==> config.mk <==
export PLATFORM = sky130hd
export DESIGN_NAME = host_glue_top
export DESIGN_NICKNAME = d
export VERILOG_FILES = /design/src/logic/host_pkg.sv /design/src/logic/rom_download.sv /design/src/logic/backup_control.sv /design/src/logic/option_decode.sv /design/src/logic/host_glue_top.sv
export SDC_FILE = /design/constraint.sdc
export NUM_CORES = 1
export LEC_CHECK = 0
export BUFFER_PORTS_ARGS = -buffer_cell sky130_fd_sc_hd__buf_4
export CELL_PAD_IN_SITES_DETAIL_PLACEMENT = 1
export CELL_PAD_IN_SITES_GLOBAL_PLACEMENT = 2
export CORE_MARGIN = 10
export CORE_UTILIZATION = 22
export CTS_CLUSTER_DIAMETER = 100
export CTS_CLUSTER_SIZE = 28
export DETAILED_ROUTE_END_ITERATION = 16
export HOLD_SLACK_MARGIN = 0.08
export MAX_ROUTING_LAYER = met4
export PLACE_DENSITY = 0.94
export SLEW_MARGIN = 5
export SYNTH_ARGS = -nofsm -noshare
export SYNTH_HDL_FRONTEND = slang
export SYNTH_SLANG_ARGS = --single-unit
==> constraint.sdc <==
create_clock -name clk_1x -period 3.3 [get_ports clk_1x]
set_input_delay 0.165 -clock clk_1x [delete_from_list [all_inputs] [get_ports clk_1x]]
set_output_delay 0.165 -clock clk_1x [all_outputs]
set_load 0.05 [all_outputs]
==> src/logic/host_pkg.sv <==
package host_pkg;

	// ========================================================================
	// Widths
	// ========================================================================

	localparam int ADDR_W     = 27;
	localparam int BEAT_W     = 16;
	localparam int WORD_W     = 32;
	localparam int PIF_ADDR_W = 10;

	// Cartridge image sits 8 MiB into the memory
	localparam logic [ADDR_W-1:0] CART_START = 27'd8388608;

	// Download index, low six bits
	localparam logic [5:0] IDX_BOOT = 6'd0;
	localparam logic [5:0] IDX_CART = 6'd1;

	// ========================================================================
	// Option word bit positions
	// ========================================================================

	localparam int OPT_RESET        = 0;
	localparam int OPT_BK_RELOAD    = 40;
	localparam int OPT_BK_SAVE      = 41;
	localparam int OPT_AUTOSAVE_OFF = 42;
	localparam int OPT_ASPECT_LO    = 47;
	localparam int OPT_ASPECT_HI    = 48;
	localparam int OPT_RAM_SIZE     = 70;
	localparam int OPT_SAVE_LO      = 75;
	localparam int OPT_SAVE_HI      = 77;
	localparam int OPT_REGION       = 79;

	// ========================================================================
	// Shared structs
	// ========================================================================

	typedef struct packed {
		logic              wr;
		logic [ADDR_W-1:0] addr;
		logic [BEAT_W-1:0] data;
	} dl_beat_t;

	typedef struct packed {
		logic                  en;
		logic [PIF_ADDR_W-1:0] addr;
		logic [WORD_W-1:0]     data;
	} pif_write_t;

	typedef struct packed {
		logic [ADDR_W-1:0] addr;
		logic [WORD_W-1:0] data;
	} cart_write_t;

	// EEPROM type 0 is none, 1 is 4 kbit and 2 is 16 kbit
	typedef struct packed {
		logic       pal;
		logic       ram_8mb;
		logic [1:0] eeprom_type;
		logic [2:0] save_type;
		logic       autosave;
	} host_options_t;

endpackage

==> src/logic/rom_download.sv <==
`timescale 1ns/10ps

module rom_download (
	input  logic                  clk_1x,
	input  logic                  reset,
	input  logic                  dl_active,
	input  logic [7:0]            dl_index,
	input  host_pkg::dl_beat_t    dl_beat,
	input  logic                  cart_ready,
	output host_pkg::pif_write_t  pif_wr,
	output logic                  cart_req,
	output host_pkg::cart_write_t cart_wr,
	output logic                  dl_wait,
	output logic                  cart_download,
	output logic                  cart_loaded
);
	import host_pkg::*;

	logic                  pif_download;
	logic                  boot_beat;
	logic                  cart_beat;
	logic                  pif_en;
	logic [PIF_ADDR_W-1:0] pif_addr;
	logic [WORD_W-1:0]     pif_data;
	logic [ADDR_W-1:0]     cart_addr;
	logic [WORD_W-1:0]     cart_data;
	logic                  pending;

	// Beats only count once the mode register is set
	assign boot_beat = pif_download & dl_beat.wr;
	assign cart_beat = cart_download & dl_beat.wr;

	// ========================================================================
	// Mode registers, write strobes and pending flag
	// ========================================================================

	always_ff @(posedge clk_1x) begin
		if (reset) begin
			pif_download  <= 1'b0;
			cart_download <= 1'b0;
			cart_loaded   <= 1'b0;
			pif_en        <= 1'b0;
			cart_req      <= 1'b0;
			pending       <= 1'b0;
		end else begin
			pif_download  <= dl_active & (dl_index[5:0] == IDX_BOOT);
			cart_download <= dl_active & (dl_index[5:0] == IDX_CART);
			pif_en        <= boot_beat & dl_beat.addr[1];
			cart_req      <= cart_beat & dl_beat.addr[1];
			if (cart_download) begin
				cart_loaded <= 1'b1;
			end
			// Memory took the word
			if (cart_ready) begin
				pending <= 1'b0;
			end
			if (cart_beat && dl_beat.addr[1]) begin
				pending <= 1'b1;
			end
		end
	end

	// ========================================================================
	// Word assembly
	// ========================================================================

	always_ff @(posedge clk_1x) begin
		if (boot_beat) begin
			// Boot ROM wants bytes swapped within each beat
			if (!dl_beat.addr[1]) begin
				pif_data[31:24] <= dl_beat.data[7:0];
				pif_data[23:16] <= dl_beat.data[15:8];
				pif_addr        <= {dl_index[6], dl_beat.addr[10:2]};
			end else begin
				pif_data[15:8] <= dl_beat.data[7:0];
				pif_data[7:0]  <= dl_beat.data[15:8];
			end
		end
		if (cart_beat) begin
			if (!dl_beat.addr[1]) begin
				cart_data[BEAT_W-1:0] <= dl_beat.data;
				cart_addr             <= dl_beat.addr + CART_START;
			end else begin
				cart_data[WORD_W-1:BEAT_W] <= dl_beat.data;
			end
		end
	end

	assign pif_wr  = '{en: pif_en, addr: pif_addr, data: pif_data};
	assign cart_wr = '{addr: cart_addr, data: cart_data};
	assign dl_wait = pending;

	a_no_beat_in_wait: assert property (@(posedge clk_1x) disable iff (reset)
		!(cart_beat && dl_wait))
		else $error("download beat accepted while dl_wait is high");

	a_single_flight: assert property (@(posedge clk_1x) disable iff (reset)
		cart_req |-> $past(!pending))
		else $error("cartridge request while a word is still pending");

endmodule

==> src/logic/backup_control.sv <==
`timescale 1ns/10ps

module backup_control (
	input  logic        clk_1x,
	input  logic        reset,
	input  logic        reload_opt,
	input  logic        save_opt,
	input  logic        autosave,
	input  logic        osd_open,
	input  logic        cart_download,
	input  logic        img_mounted,
	input  logic        img_readonly,
	input  logic [31:0] img_size,
	output logic        bk_load,
	output logic        bk_save,
	output logic        use_img
);

	logic osd_prev;
	logic dl_prev;

	// ========================================================================
	// Load and save triggers
	// ========================================================================

	always_ff @(posedge clk_1x) begin
		if (reset) begin
			osd_prev <= 1'b0;
			dl_prev  <= 1'b0;
			bk_load  <= 1'b0;
			bk_save  <= 1'b0;
			use_img  <= 1'b0;
		end else begin
			osd_prev <= osd_open;
			dl_prev  <= cart_download;
			bk_load  <= reload_opt | (cart_download & img_mounted);
			// Closing side of the menu is ignored, only the open edge saves
			bk_save  <= save_opt | (osd_open & ~osd_prev & autosave);

			// New cartridge drops the old save image
			if (cart_download && !dl_prev) begin
				use_img <= 1'b0;
			end
			if (img_mounted && (img_size != 32'd0) && !img_readonly) begin
				use_img <= 1'b1;
			end
		end
	end

	a_img_vs_dl_start: assert property (@(posedge clk_1x) disable iff (reset)
		!($rose(use_img) && $rose(cart_download)))
		else $error("use_img set as a cartridge download started");

endmodule

==> src/logic/option_decode.sv <==
`timescale 1ns/10ps

module option_decode (
	input  logic                    reset,
	input  logic                    reset_button,
	input  logic                    cart_download,
	input  logic [127:0]            options,
	output host_pkg::host_options_t settings,
	output logic                    reload_opt,
	output logic                    save_opt,
	output logic [12:0]             aspect_x,
	output logic [12:0]             aspect_y,
	output logic                    sys_reset
);
	import host_pkg::*;

	logic [1:0] aspect;
	logic [2:0] save_type;

	assign aspect    = options[OPT_ASPECT_HI:OPT_ASPECT_LO];
	assign save_type = options[OPT_SAVE_HI:OPT_SAVE_LO];

	// ========================================================================
	// Settings struct
	// ========================================================================

	always_comb begin
		settings.pal       = options[OPT_REGION];
		settings.ram_8mb   = ~options[OPT_RAM_SIZE];
		settings.save_type = save_type;
		settings.autosave  = ~options[OPT_AUTOSAVE_OFF];
		// Only the two EEPROM save types map through
		case (save_type)
			3'd1:    settings.eeprom_type = 2'd1;
			3'd2:    settings.eeprom_type = 2'd2;
			default: settings.eeprom_type = 2'd0;
		endcase
	end

	assign reload_opt = options[OPT_BK_RELOAD];
	assign save_opt   = options[OPT_BK_SAVE];

	// Code 0 is the native 4:3, others select a scaler preset
	assign aspect_x = (aspect == 2'd0) ? 13'd4 : {11'd0, aspect - 2'd1};
	assign aspect_y = (aspect == 2'd0) ? 13'd3 : 13'd0;

	// Core is held in reset while a cartridge loads
	assign sys_reset = reset | reset_button | options[OPT_RESET] | cart_download;

endmodule

==> src/logic/host_glue_top.sv <==
`timescale 1ns/10ps

module host_glue_top (
	input  logic                    clk_1x,
	input  logic                    reset,
	input  logic                    dl_active,
	input  logic [7:0]              dl_index,
	input  host_pkg::dl_beat_t      dl_beat,
	input  logic                    cart_ready,
	input  logic [127:0]            options,
	input  logic                    reset_button,
	input  logic                    osd_open,
	input  logic                    img_mounted,
	input  logic                    img_readonly,
	input  logic [31:0]             img_size,
	output host_pkg::pif_write_t    pif_wr,
	output logic                    cart_req,
	output host_pkg::cart_write_t   cart_wr,
	output logic                    dl_wait,
	output logic                    cart_loaded,
	output host_pkg::host_options_t settings,
	output logic [12:0]             aspect_x,
	output logic [12:0]             aspect_y,
	output logic                    sys_reset,
	output logic                    bk_load,
	output logic                    bk_save,
	output logic                    use_img
);

	logic cart_download;
	logic reload_opt;
	logic save_opt;

	// ========================================================================
	// Download path
	// ========================================================================

	rom_download u_rom_download (
		.clk_1x        (clk_1x),
		.reset         (reset),
		.dl_active     (dl_active),
		.dl_index      (dl_index),
		.dl_beat       (dl_beat),
		.cart_ready    (cart_ready),
		.pif_wr        (pif_wr),
		.cart_req      (cart_req),
		.cart_wr       (cart_wr),
		.dl_wait       (dl_wait),
		.cart_download (cart_download),
		.cart_loaded   (cart_loaded)
	);

	// ========================================================================
	// Options and backup
	// ========================================================================

	option_decode u_option_decode (
		.reset         (reset),
		.reset_button  (reset_button),
		.cart_download (cart_download),
		.options       (options),
		.settings      (settings),
		.reload_opt    (reload_opt),
		.save_opt      (save_opt),
		.aspect_x      (aspect_x),
		.aspect_y      (aspect_y),
		.sys_reset     (sys_reset)
	);

	backup_control u_backup_control (
		.clk_1x        (clk_1x),
		.reset         (reset),
		.reload_opt    (reload_opt),
		.save_opt      (save_opt),
		.autosave      (settings.autosave),
		.osd_open      (osd_open),
		.cart_download (cart_download),
		.img_mounted   (img_mounted),
		.img_readonly  (img_readonly),
		.img_size      (img_size),
		.bk_load       (bk_load),
		.bk_save       (bk_save),
		.use_img       (use_img)
	);

endmodule

== After elaboration in Yosys (flattened, before gate mapping) ==
Cells that the tools add are included.
W data, S select, Z words.

* Register bits after elaboration: 112
* Output and inout bits: 143
* Logic and storage cells: 62

* $add $sub $neg: 2
* Eq/ne operators: 3
* Muxes and demuxes: 7
* Bitwise gates (word level): 18
* Reductions and logical operators: 15

{| class="wikitable"
|+ Operators by type and width
! cell !! number
|-
| $reduce_bool A32 Y1 || 1
|-
| $add A27 B24 Y27 const B || 1
|-
| $and A1 B1 Y1 || 9
|-
| $reduce_and A2 Y1 || 4
|-
| $eq A6 B1 Y1 const B || 1
|-
| $logic_not A6 Y1 || 1
|-
| $or A1 B1 Y1 || 5
|-
| $logic_and A1 B1 Y1 || 4
|-
| $mux W1 || 4
|-
| $not A1 Y1 || 4
|-
| $pmux W2 S2 || 1
|-
| $reduce_bool A2 Y1 || 2
|-
| $eq A3 B1 Y1 const B || 1
|-
| $eq A3 B2 Y1 const B || 1
|-
| $mux W3 || 1
|-
| $logic_not A1 Y1 || 2
|-
| $logic_not A2 Y1 || 1
|-
| $mux W2 || 1
|-
| $sub A2 B1 Y2 const B || 1
|}

== Logic depth before layout (Yosys ltp) ==
Gate-level depths: netlist (run 1).

* Depth after elaboration: 4
* Mapped depth: 4
* Depth with buffers taken out: 3

== Cells and area by module ==
From an unflattened synthesis (run 1), not the netlist that was laid out.

* Cell total of the unflattened synthesis: 194
* Area, all modules: 3793.6 um2

{| class="wikitable"
|+ Modules (own cells, without submodules)
! module !! instances !! cells each !! area an instance (um2) !! seq. area each (um2)
|-
| rom_download || 1 || 129 || 3293.2 || 3153.0
|-
| option_decode || 1 || 38 || 267.8 || 0.0
|-
| backup_control || 1 || 27 || 232.7 || 100.1
|}

== Least setup slack after synthesis (run 1) ==
No wires, ideal clock.

* Path type: register -> register
* Start: register u_rom_download.cart_download
* End: register u_rom_download.cart_addr[0] (enable)
* Data arrival time: 1.486 ns
* Slack: 1.409 ns
* Stages on the path, launching flop included: 2
* Path buffers: 0
* Clock period less this slack: 1.891 ns
* Cells stage by stage: dfxtp_1 > and3b_1

* Longest elaborated chain between the ends: 2

{| class="wikitable"
|+ RTL lines
! what !! RTL line !! RTL
|-
| start, declared || rom_download.sv:14 || <nowiki>output logic cart_download,</nowiki>
|-
| start signal, assigned || rom_download.sv:47 || <nowiki>cart_download <= dl_active & (dl_index[5:0] == IDX_CART);</nowiki>
|-
| $and A1 B1 Y1 || rom_download.sv:31 || <nowiki>assign cart_beat = cart_download & dl_beat.wr;</nowiki>
|-
| $reduce_and A2 Y1 (no source line) || n/a ||
|-
| end signal, assigned || rom_download.sv:82 || <nowiki>cart_addr <= dl_beat.addr + CART_START;</nowiki>
|-
| end, declared || rom_download.sv:25 || <nowiki>logic [ADDR_W-1:0] cart_addr;</nowiki>
|}

Every way passes these cells.
A chain may end at the register's enable or synchronous reset.

== Final worst setup path (run 1) ==
* Start: input dl_beat[17] (netlist bit)
* End: register u_rom_download.cart_data[8] (enable)

* Longest elaborated chain between the ends: 2

{| class="wikitable"
|+ RTL lines
! what !! RTL line !! RTL
|-
| start, declared || host_glue_top.sv:8 || <nowiki>input host_pkg::dl_beat_t dl_beat,</nowiki>
|-
| $not A1 Y1 (no source line) || n/a ||
|-
| $reduce_and A2 Y1 (no source line) || n/a ||
|-
| end signal, assigned by index || rom_download.sv:81 || <nowiki>cart_data[BEAT_W-1:0] <= dl_beat.data;</nowiki>
|-
| end signal, assigned by index || rom_download.sv:84 || <nowiki>cart_data[WORD_W-1:BEAT_W] <= dl_beat.data;</nowiki>
|-
| end, declared || rom_download.sv:26 || <nowiki>logic [WORD_W-1:0] cart_data;</nowiki>
|}

Every way passes these cells.

==> results of run 1 <==
-- cells by family after synthesis --
family | after synthesis | synth area share
flops | 112 | 0.855
simple gates | 39 | 0.0641
buf+inv | 34 | 0.0641
compound gates | 5 | 0.00757
xor+xnor | 2 | 0.00461
fa+ha+maj | 1 | 0.00329
other cells | 1 | 0.000986
-- cell type report --
class / instances / area share
antenna: 1 / 0.000389
clock buffer: 9 / 0.0350
clock inverter: 7 / 0.0132
inverter: 4 / 0.00233
multi-input combinational: 68 / 0.0595
sequential: 112 / 0.505
tap: 225 / 0.0437
timing repair buffer: 275 / 0.341
-- metal layers --
layer	wire length, um	share of wire	GRT usage
met2	7000	0.52	0.201
met1	4780	0.36	0.114
met5	0	0	-
met3	1430	0.11	0.0460
met4	225	0.017	0.0362
-- where the power goes --
part / internal [mW] / switching [mW] / leakage [nW]
registers: 1.55 / 0.00178 / 0.997
logic: 0.137 / 0.153 / 1.51
clock network: 0.543 / 0.552 / 0.147
total: 2.23 / 0.707 / 2.66
-- state kept, by name, summed over array words and instances (netlist names), 10 cells and up --
signal,cells
u_rom_download.cart_addr,27
u_rom_download.cart_data,32
u_rom_download.pif_addr,10
u_rom_download.pif_data,32
-- metrics by stage --
step	util	power, mW
6_report	0.376	2.93
5_1_grt	0.376	3.06
4_1_cts	0.376	2.97
3_5_place_dp	0.328	1.82
3_3_place_gp	0.328	1.81
2_1_floorplan	-	1.72
-- final timing paths --
| check | from | to | slack, ns | depth (start not counted) |
|---|---|---|---|---|
| min reg2reg | u_rom_download.cart_loaded | u_rom_download.cart_loaded | 0.49 | 2 |
| max | dl_beat[17] | u_rom_download.cart_data[8] | 1.43 | 3 |
| min | cart_ready | u_rom_download.dl_wait | 0.12 | 4 |
| max reg2reg | u_rom_download.cart_download | u_backup_control.bk_load | 1.46 | 4 |
-- repair_timing --
item / CTS / global route
hold buffers: 52 / 0
resized for setup: 0 / 0
hold endpoints to repair: 107 / 0
-- cell usage in the layout, fill, tap and decap left out, types with 2 or more instances in the layout --
| master | Yosys | layout |
|---|---|---|
| buf_4 | 29 | 223 |
| edfxtp_1 | 101 | 101 |
| dlygate4sd3_1 | 0 | 52 |
| conb_1 | 1 | 21 |
| dfxtp_1 | 11 | 11 |
| clkbuf_16 | 0 | 9 |
| nor2_1 | 8 | 8 |
| nor4_1 | 8 | 8 |
| and3_1 | 4 | 4 |
| inv_1 | 4 | 4 |
| a21oi_1 | 4 | 4 |
| and2b_2 | 3 | 3 |
| clkinv_8 | 0 | 3 |
| nor3b_1 | 2 | 2 |
| nand2_1 | 2 | 2 |
| and4_1 | 2 | 2 |
| nor2b_1 | 2 | 2 |
| inv_6 | 0 | 2 |
-- critical path, cell delays in order --
cell	delay [ns]
dlygate4sd3_1	0.54
buf_4	0.15
and3b_2	0.93
==> impl_metrics.json, run 1 <==
{
  "run_status": "completed",
  "syn_area_um2": 3800,
  "drv_cap": 0,
  "hold_ws_ns": 0.118,
  "yosysMostFrequentCell": "edfxtp_1",
  "grt_max_degree": 44,
  "power.leakage_nw": 2.66,
  "drv_slew": 0,
  "yosysUniqueCellTypes": 26,
  "drtAntennaViolNets": 0,
  "layout.cells.non_filler": 701,
  "hold_viol_final": 0,
  "syn_inst": 194,
  "start_util": 0.222,
  "crit_required_ns": 3.27,
  "regArea_um2": 3250,
  "multi_input_area_um2": 383,
  "grt_pass1_wl_um": 18900,
  "relSlewSlack": 0.285,
  "layout.nets": 691,
  "antenna_found_initial": 1,
  "setup_viol": 0,
  "drtIter0Drc": 66,
  "yosys.area.top_type_share": 0.797,
  "ys_top_cells_by_area": "edfxtp_1 80%, dfxtp_1 5.8%, buf_4 5.7%",
  "crit_type": "primary input to flip-flop",
  "wl_um": 13400,
  "post-route-drc-count": 0,
  "dr_total_vias": 2676,
  "grt.overflow.total": 0,
  "fin_worst_skew_ns": 0.00625,
  "yosysWarningCount": 0,
  "ys.flop_type": "edfxtp_1",
  "design_area_um2": 6440,
  "htree_levels": 3,
  "clk_pin_slew_worst_paths_ns": 0.08,
  "avgViaCountPerCell": 3.82,
  "wl_per_cell_um": 19.2,
  "cts_tree": "done",
  "fillerInstances": 1793,
  "root_buffer": "clkbuf_16",
  "first_global_vias": 3143,
  "clk_latency_ns": 0.35,
  "yosysSeqAreaShare": 0.855,
  "coreArea_um2": 17100,
  "cts.sinks": 112,
  "syn_to_final_growth_pct": 69.3,
  "grt_setup_unrepaired": "no",
  "port-buffer-count": 221,
  "critPathCaptureType": "flip-flop",
  "vdd_drop_max_mv": 0.238,
  "detailed_place_hpwl_um": 9870,
  "critPathLaunchType": "primary input",
  "track_usage": 0.114,
  "syn_avg_cell_area_um2": 19.6,
  "die_h_um": 151,
  "numCtsBuffers": 9,
  "worstPathMaxFanout": 43,
  "die_area_um2": 22900,
  "tightest_slew_ns": 1.07,
  "clock_path_buffers": 2,
  "synthArstFlopShare": 0,
  "max_freq_ghz": 0.534,
  "critPathArrivalTime_ns": 1.85,
  "gp_congestion": 0.756,
  "finalWorstPathRequiredPeriod_ns": 1.87,
  "drive_gt1_frac": 0.514,
  "synth_top_cell_by_area": "edfxtp_1",
  "io_pins": 363,
  "synth_top_cells_by_count": "101 x edfxtp_1, 29 x buf_4, 11 x dfxtp_1",
  "cts_setup_buffers": 0,
  "min_period_over_period": 0.568,
  "synth_edf_count": 101,
  "dr.pass1.iters": 4,
  "dpl_cell_area_um2": 5610,
  "dp_slack_ns": 1.42,
  "row_count": 48,
  "synth_seq_cells": 112,
  "dp_cells": 632,
  "die_width_um": 151,
  "fin_tns_setup_ns": 0,
  "hp-class": "primary input to flip-flop",
  "worst_slack_ns": 1.43,
  "power_density_nw_per_um2": 455
}
Note: power is estimated with default switching activity, not from simulation.
==> run 2: changes to the inputs <==
--- a/config.mk
+++ b/config.mk
@@ -9,13 +9,13 @@
 export CELL_PAD_IN_SITES_DETAIL_PLACEMENT = 1
 export CELL_PAD_IN_SITES_GLOBAL_PLACEMENT = 2
 export CORE_MARGIN = 10
-export CORE_UTILIZATION = 22
+export CORE_UTILIZATION = 21
 export CTS_CLUSTER_DIAMETER = 100
 export CTS_CLUSTER_SIZE = 28
 export DETAILED_ROUTE_END_ITERATION = 16
 export HOLD_SLACK_MARGIN = 0.08
 export MAX_ROUTING_LAYER = met4
-export PLACE_DENSITY = 0.94
+export PLACE_DENSITY = 0.91
 export SLEW_MARGIN = 5
 export SYNTH_ARGS = -nofsm -noshare
 export SYNTH_HDL_FRONTEND = slang
==> constraint.sdc (replaced) <==
create_clock -name clk_1x -period 1.9 [get_ports clk_1x]
set_input_delay 0.095 -clock clk_1x [delete_from_list [all_inputs] [get_ports clk_1x]]
set_output_delay 0.095 -clock clk_1x [all_outputs]
set_load 0.05 [all_outputs]
==> run 2 against run 1 <==
Clock skew grew 0.0014 ns. Global-route usage shrank 0.062 points. Routed wire length grew 3.1%. Die area grew 4.1%. Count of clock-buffer cells in the layout is the same. Sequential power grew 74%. Cell area grew 1.7%. Core utilization shrank 1.1 points. Critical path depth grew 3. Register-to-register slack lost 1.3 ns. Highest routed layer unchanged.
==> impl_metrics.json, run 2 (synthesis gave the netlist of run 1 again) <==
{
  "worst_slack_ns": 0.0854,
  "cts.sinks": 112,
  "dp_slack_ns": 0.594,
  "min_period_over_period": 0.955,
  "dr_total_vias": 2761,
  "fin_worst_skew_ns": 0.00766,
  "die_area_um2": 23900,
  "numCtsBuffers": 9,
  "die_h_um": 155,
  "antenna_found_initial": 2,
  "port-buffer-count": 221,
  "drtAntennaViolNets": 0,
  "run_status": "completed",
  "dr.pass1.iters": 4,
  "final_cell_mix": "224 x buf_4, 101 x edfxtp_1, 60 x dlygate4sd3_1",
  "max_freq_ghz": 0.551,
  "htree_levels": 3,
  "grt_pass1_wl_um": 20000,
  "power.leakage_nw": 2.71,
  "crit_path_start": "options[40]",
  "drive_gt1_frac": 0.506,
  "grt.overflow.total": 0,
  "grt_max_degree": 44,
  "die_width_um": 155,
  "dp_cells": 638,
  "drv_cap": 0,
  "io_pins": 363,
  "hold_viol_final": 0,
  "coreArea_um2": 17900,
  "worstPathMaxFanout": 1,
  "critPathArrivalTime_ns": 2.06,
  "hp-class": "primary input to flip-flop",
  "clock_path_buffers": 2,
  "start_util": 0.212,
  "track_usage": 0.114,
  "crit_required_ns": 2.14,
  "layout.cells.non_filler": 715,
  "finalWorstPathRequiredPeriod_ns": 1.81,
  "setup_viol": 0,
  "detailed_place_hpwl_um": 10400,
  "gp_congestion": 0.853,
  "largestRegisters": "u_rom_download.cart_data x32, u_rom_download.pif_data x32, u_rom_download.cart_addr x27",
  "vdd_drop_max_mv": 0.374,
  "crit_type": "primary input to flip-flop",
  "final_common_cell": "buf_4",
  "first_global_vias": 3352,
  "utilization": 0.366,
  "grt_setup_unrepaired": "no",
  "wl_um": 13800,
  "root_buffer": "clkbuf_16",
  "drtIter0Drc": 87,
  "post-route-drc-count": 0,
  "cts_tree": "done",
  "wl_per_cell_um": 19.4,
  "syn_to_final_growth_pct": 72.1,
  "critPathLaunchType": "primary input",
  "worstHoldStart": "img_readonly",
  "fin_tns_setup_ns": 0,
  "power_density_nw_per_um2": 782,
  "cts_resized": 0,
  "row_count": 49,
  "drv_slew": 0,
  "layout.nets": 701,
  "clk_latency_ns": 0.35,
  "avgViaCountPerCell": 3.86,
  "clk_pin_slew_worst_paths_ns": 0.08,
  "crit-reg2reg-launch": "u_rom_download.cart_download",
  "critPathCaptureType": "flip-flop"
}
run 2: changes by cell type in the layout (fill, tap and decap cells not counted):
cell and delta:
inv_8 +1, clkinv_4 +2, diode_2 +1, inv_6 -2
dlygate4sd3_1 +8, buf_4 +1, bufinv_16 +1, buf_12 +1
clkinv_8 -3
run 2: stage by stage:
step	hold slack (ns)	power [mW]	area, um^2
after detailed placement	0.191	3.16	5640
after global routing	0.110	5.32	6550
after floorplan	0.167	2.98	3880
final	0.115	5.12	6550
after global placement	0.191	3.15	5640
after CTS	0.0853	5.19	6540
run 2: cell type report:
cell class / count / area, um^2
repair buffers: 285 / 2300
clock buffers: 9 / 225
fillers: 1879 / 11400
inverters: 4 / 15.0
well taps: 229 / 287
multi-input cells: 68 / 383
flip-flops and latches: 112 / 3250
diodes: 2 / 5.00
clock inverters: 6 / 77.6
run 2: final timing paths:
check | cells past startpoint | endpoint | slack [ns]
min | 4 | u_backup_control.use_img | 0.12
max | 6 | u_backup_control.bk_load | 0.09
max reg2reg | 4 | u_backup_control.bk_load | 0.11
min reg2reg | 2 | u_rom_download.cart_loaded | 0.48
run 2: worst max-delay path: stages:
cell,delay [ns]
dlygate4sd3_1,0.55
buf_4,0.14
a21oi_1,0.11
dlygate4sd3_1,0.58
nor2_1,0.04
dlygate4sd3_1,0.54
run 2: what timing repair did:
action | in CTS | in global routing
setup buffers | 0 | 0
hold endpoints to repair | 110 | 0
hold buffers | 60 | 0
run 2: power by group:
| group | internal [mW] | total [mW] | switching [mW] |
|---|---|---|---|
| registers | 2.69 | 2.69 | 0.00325 |
| clock network | 1.04 | 1.91 | 0.869 |
| logic | 0.248 | 0.522 | 0.274 |
| total | 3.97 | 5.12 | 1.15 |
run 2: routing by layer:
metal,global-route usage,routed length (um),vias up
li1,-,-,1253
met1,0.116,5560,1293
met2,0.194,6880,202
met3,0.0427,1170,13
met4,0.0445,242,0
met5,-,0,-
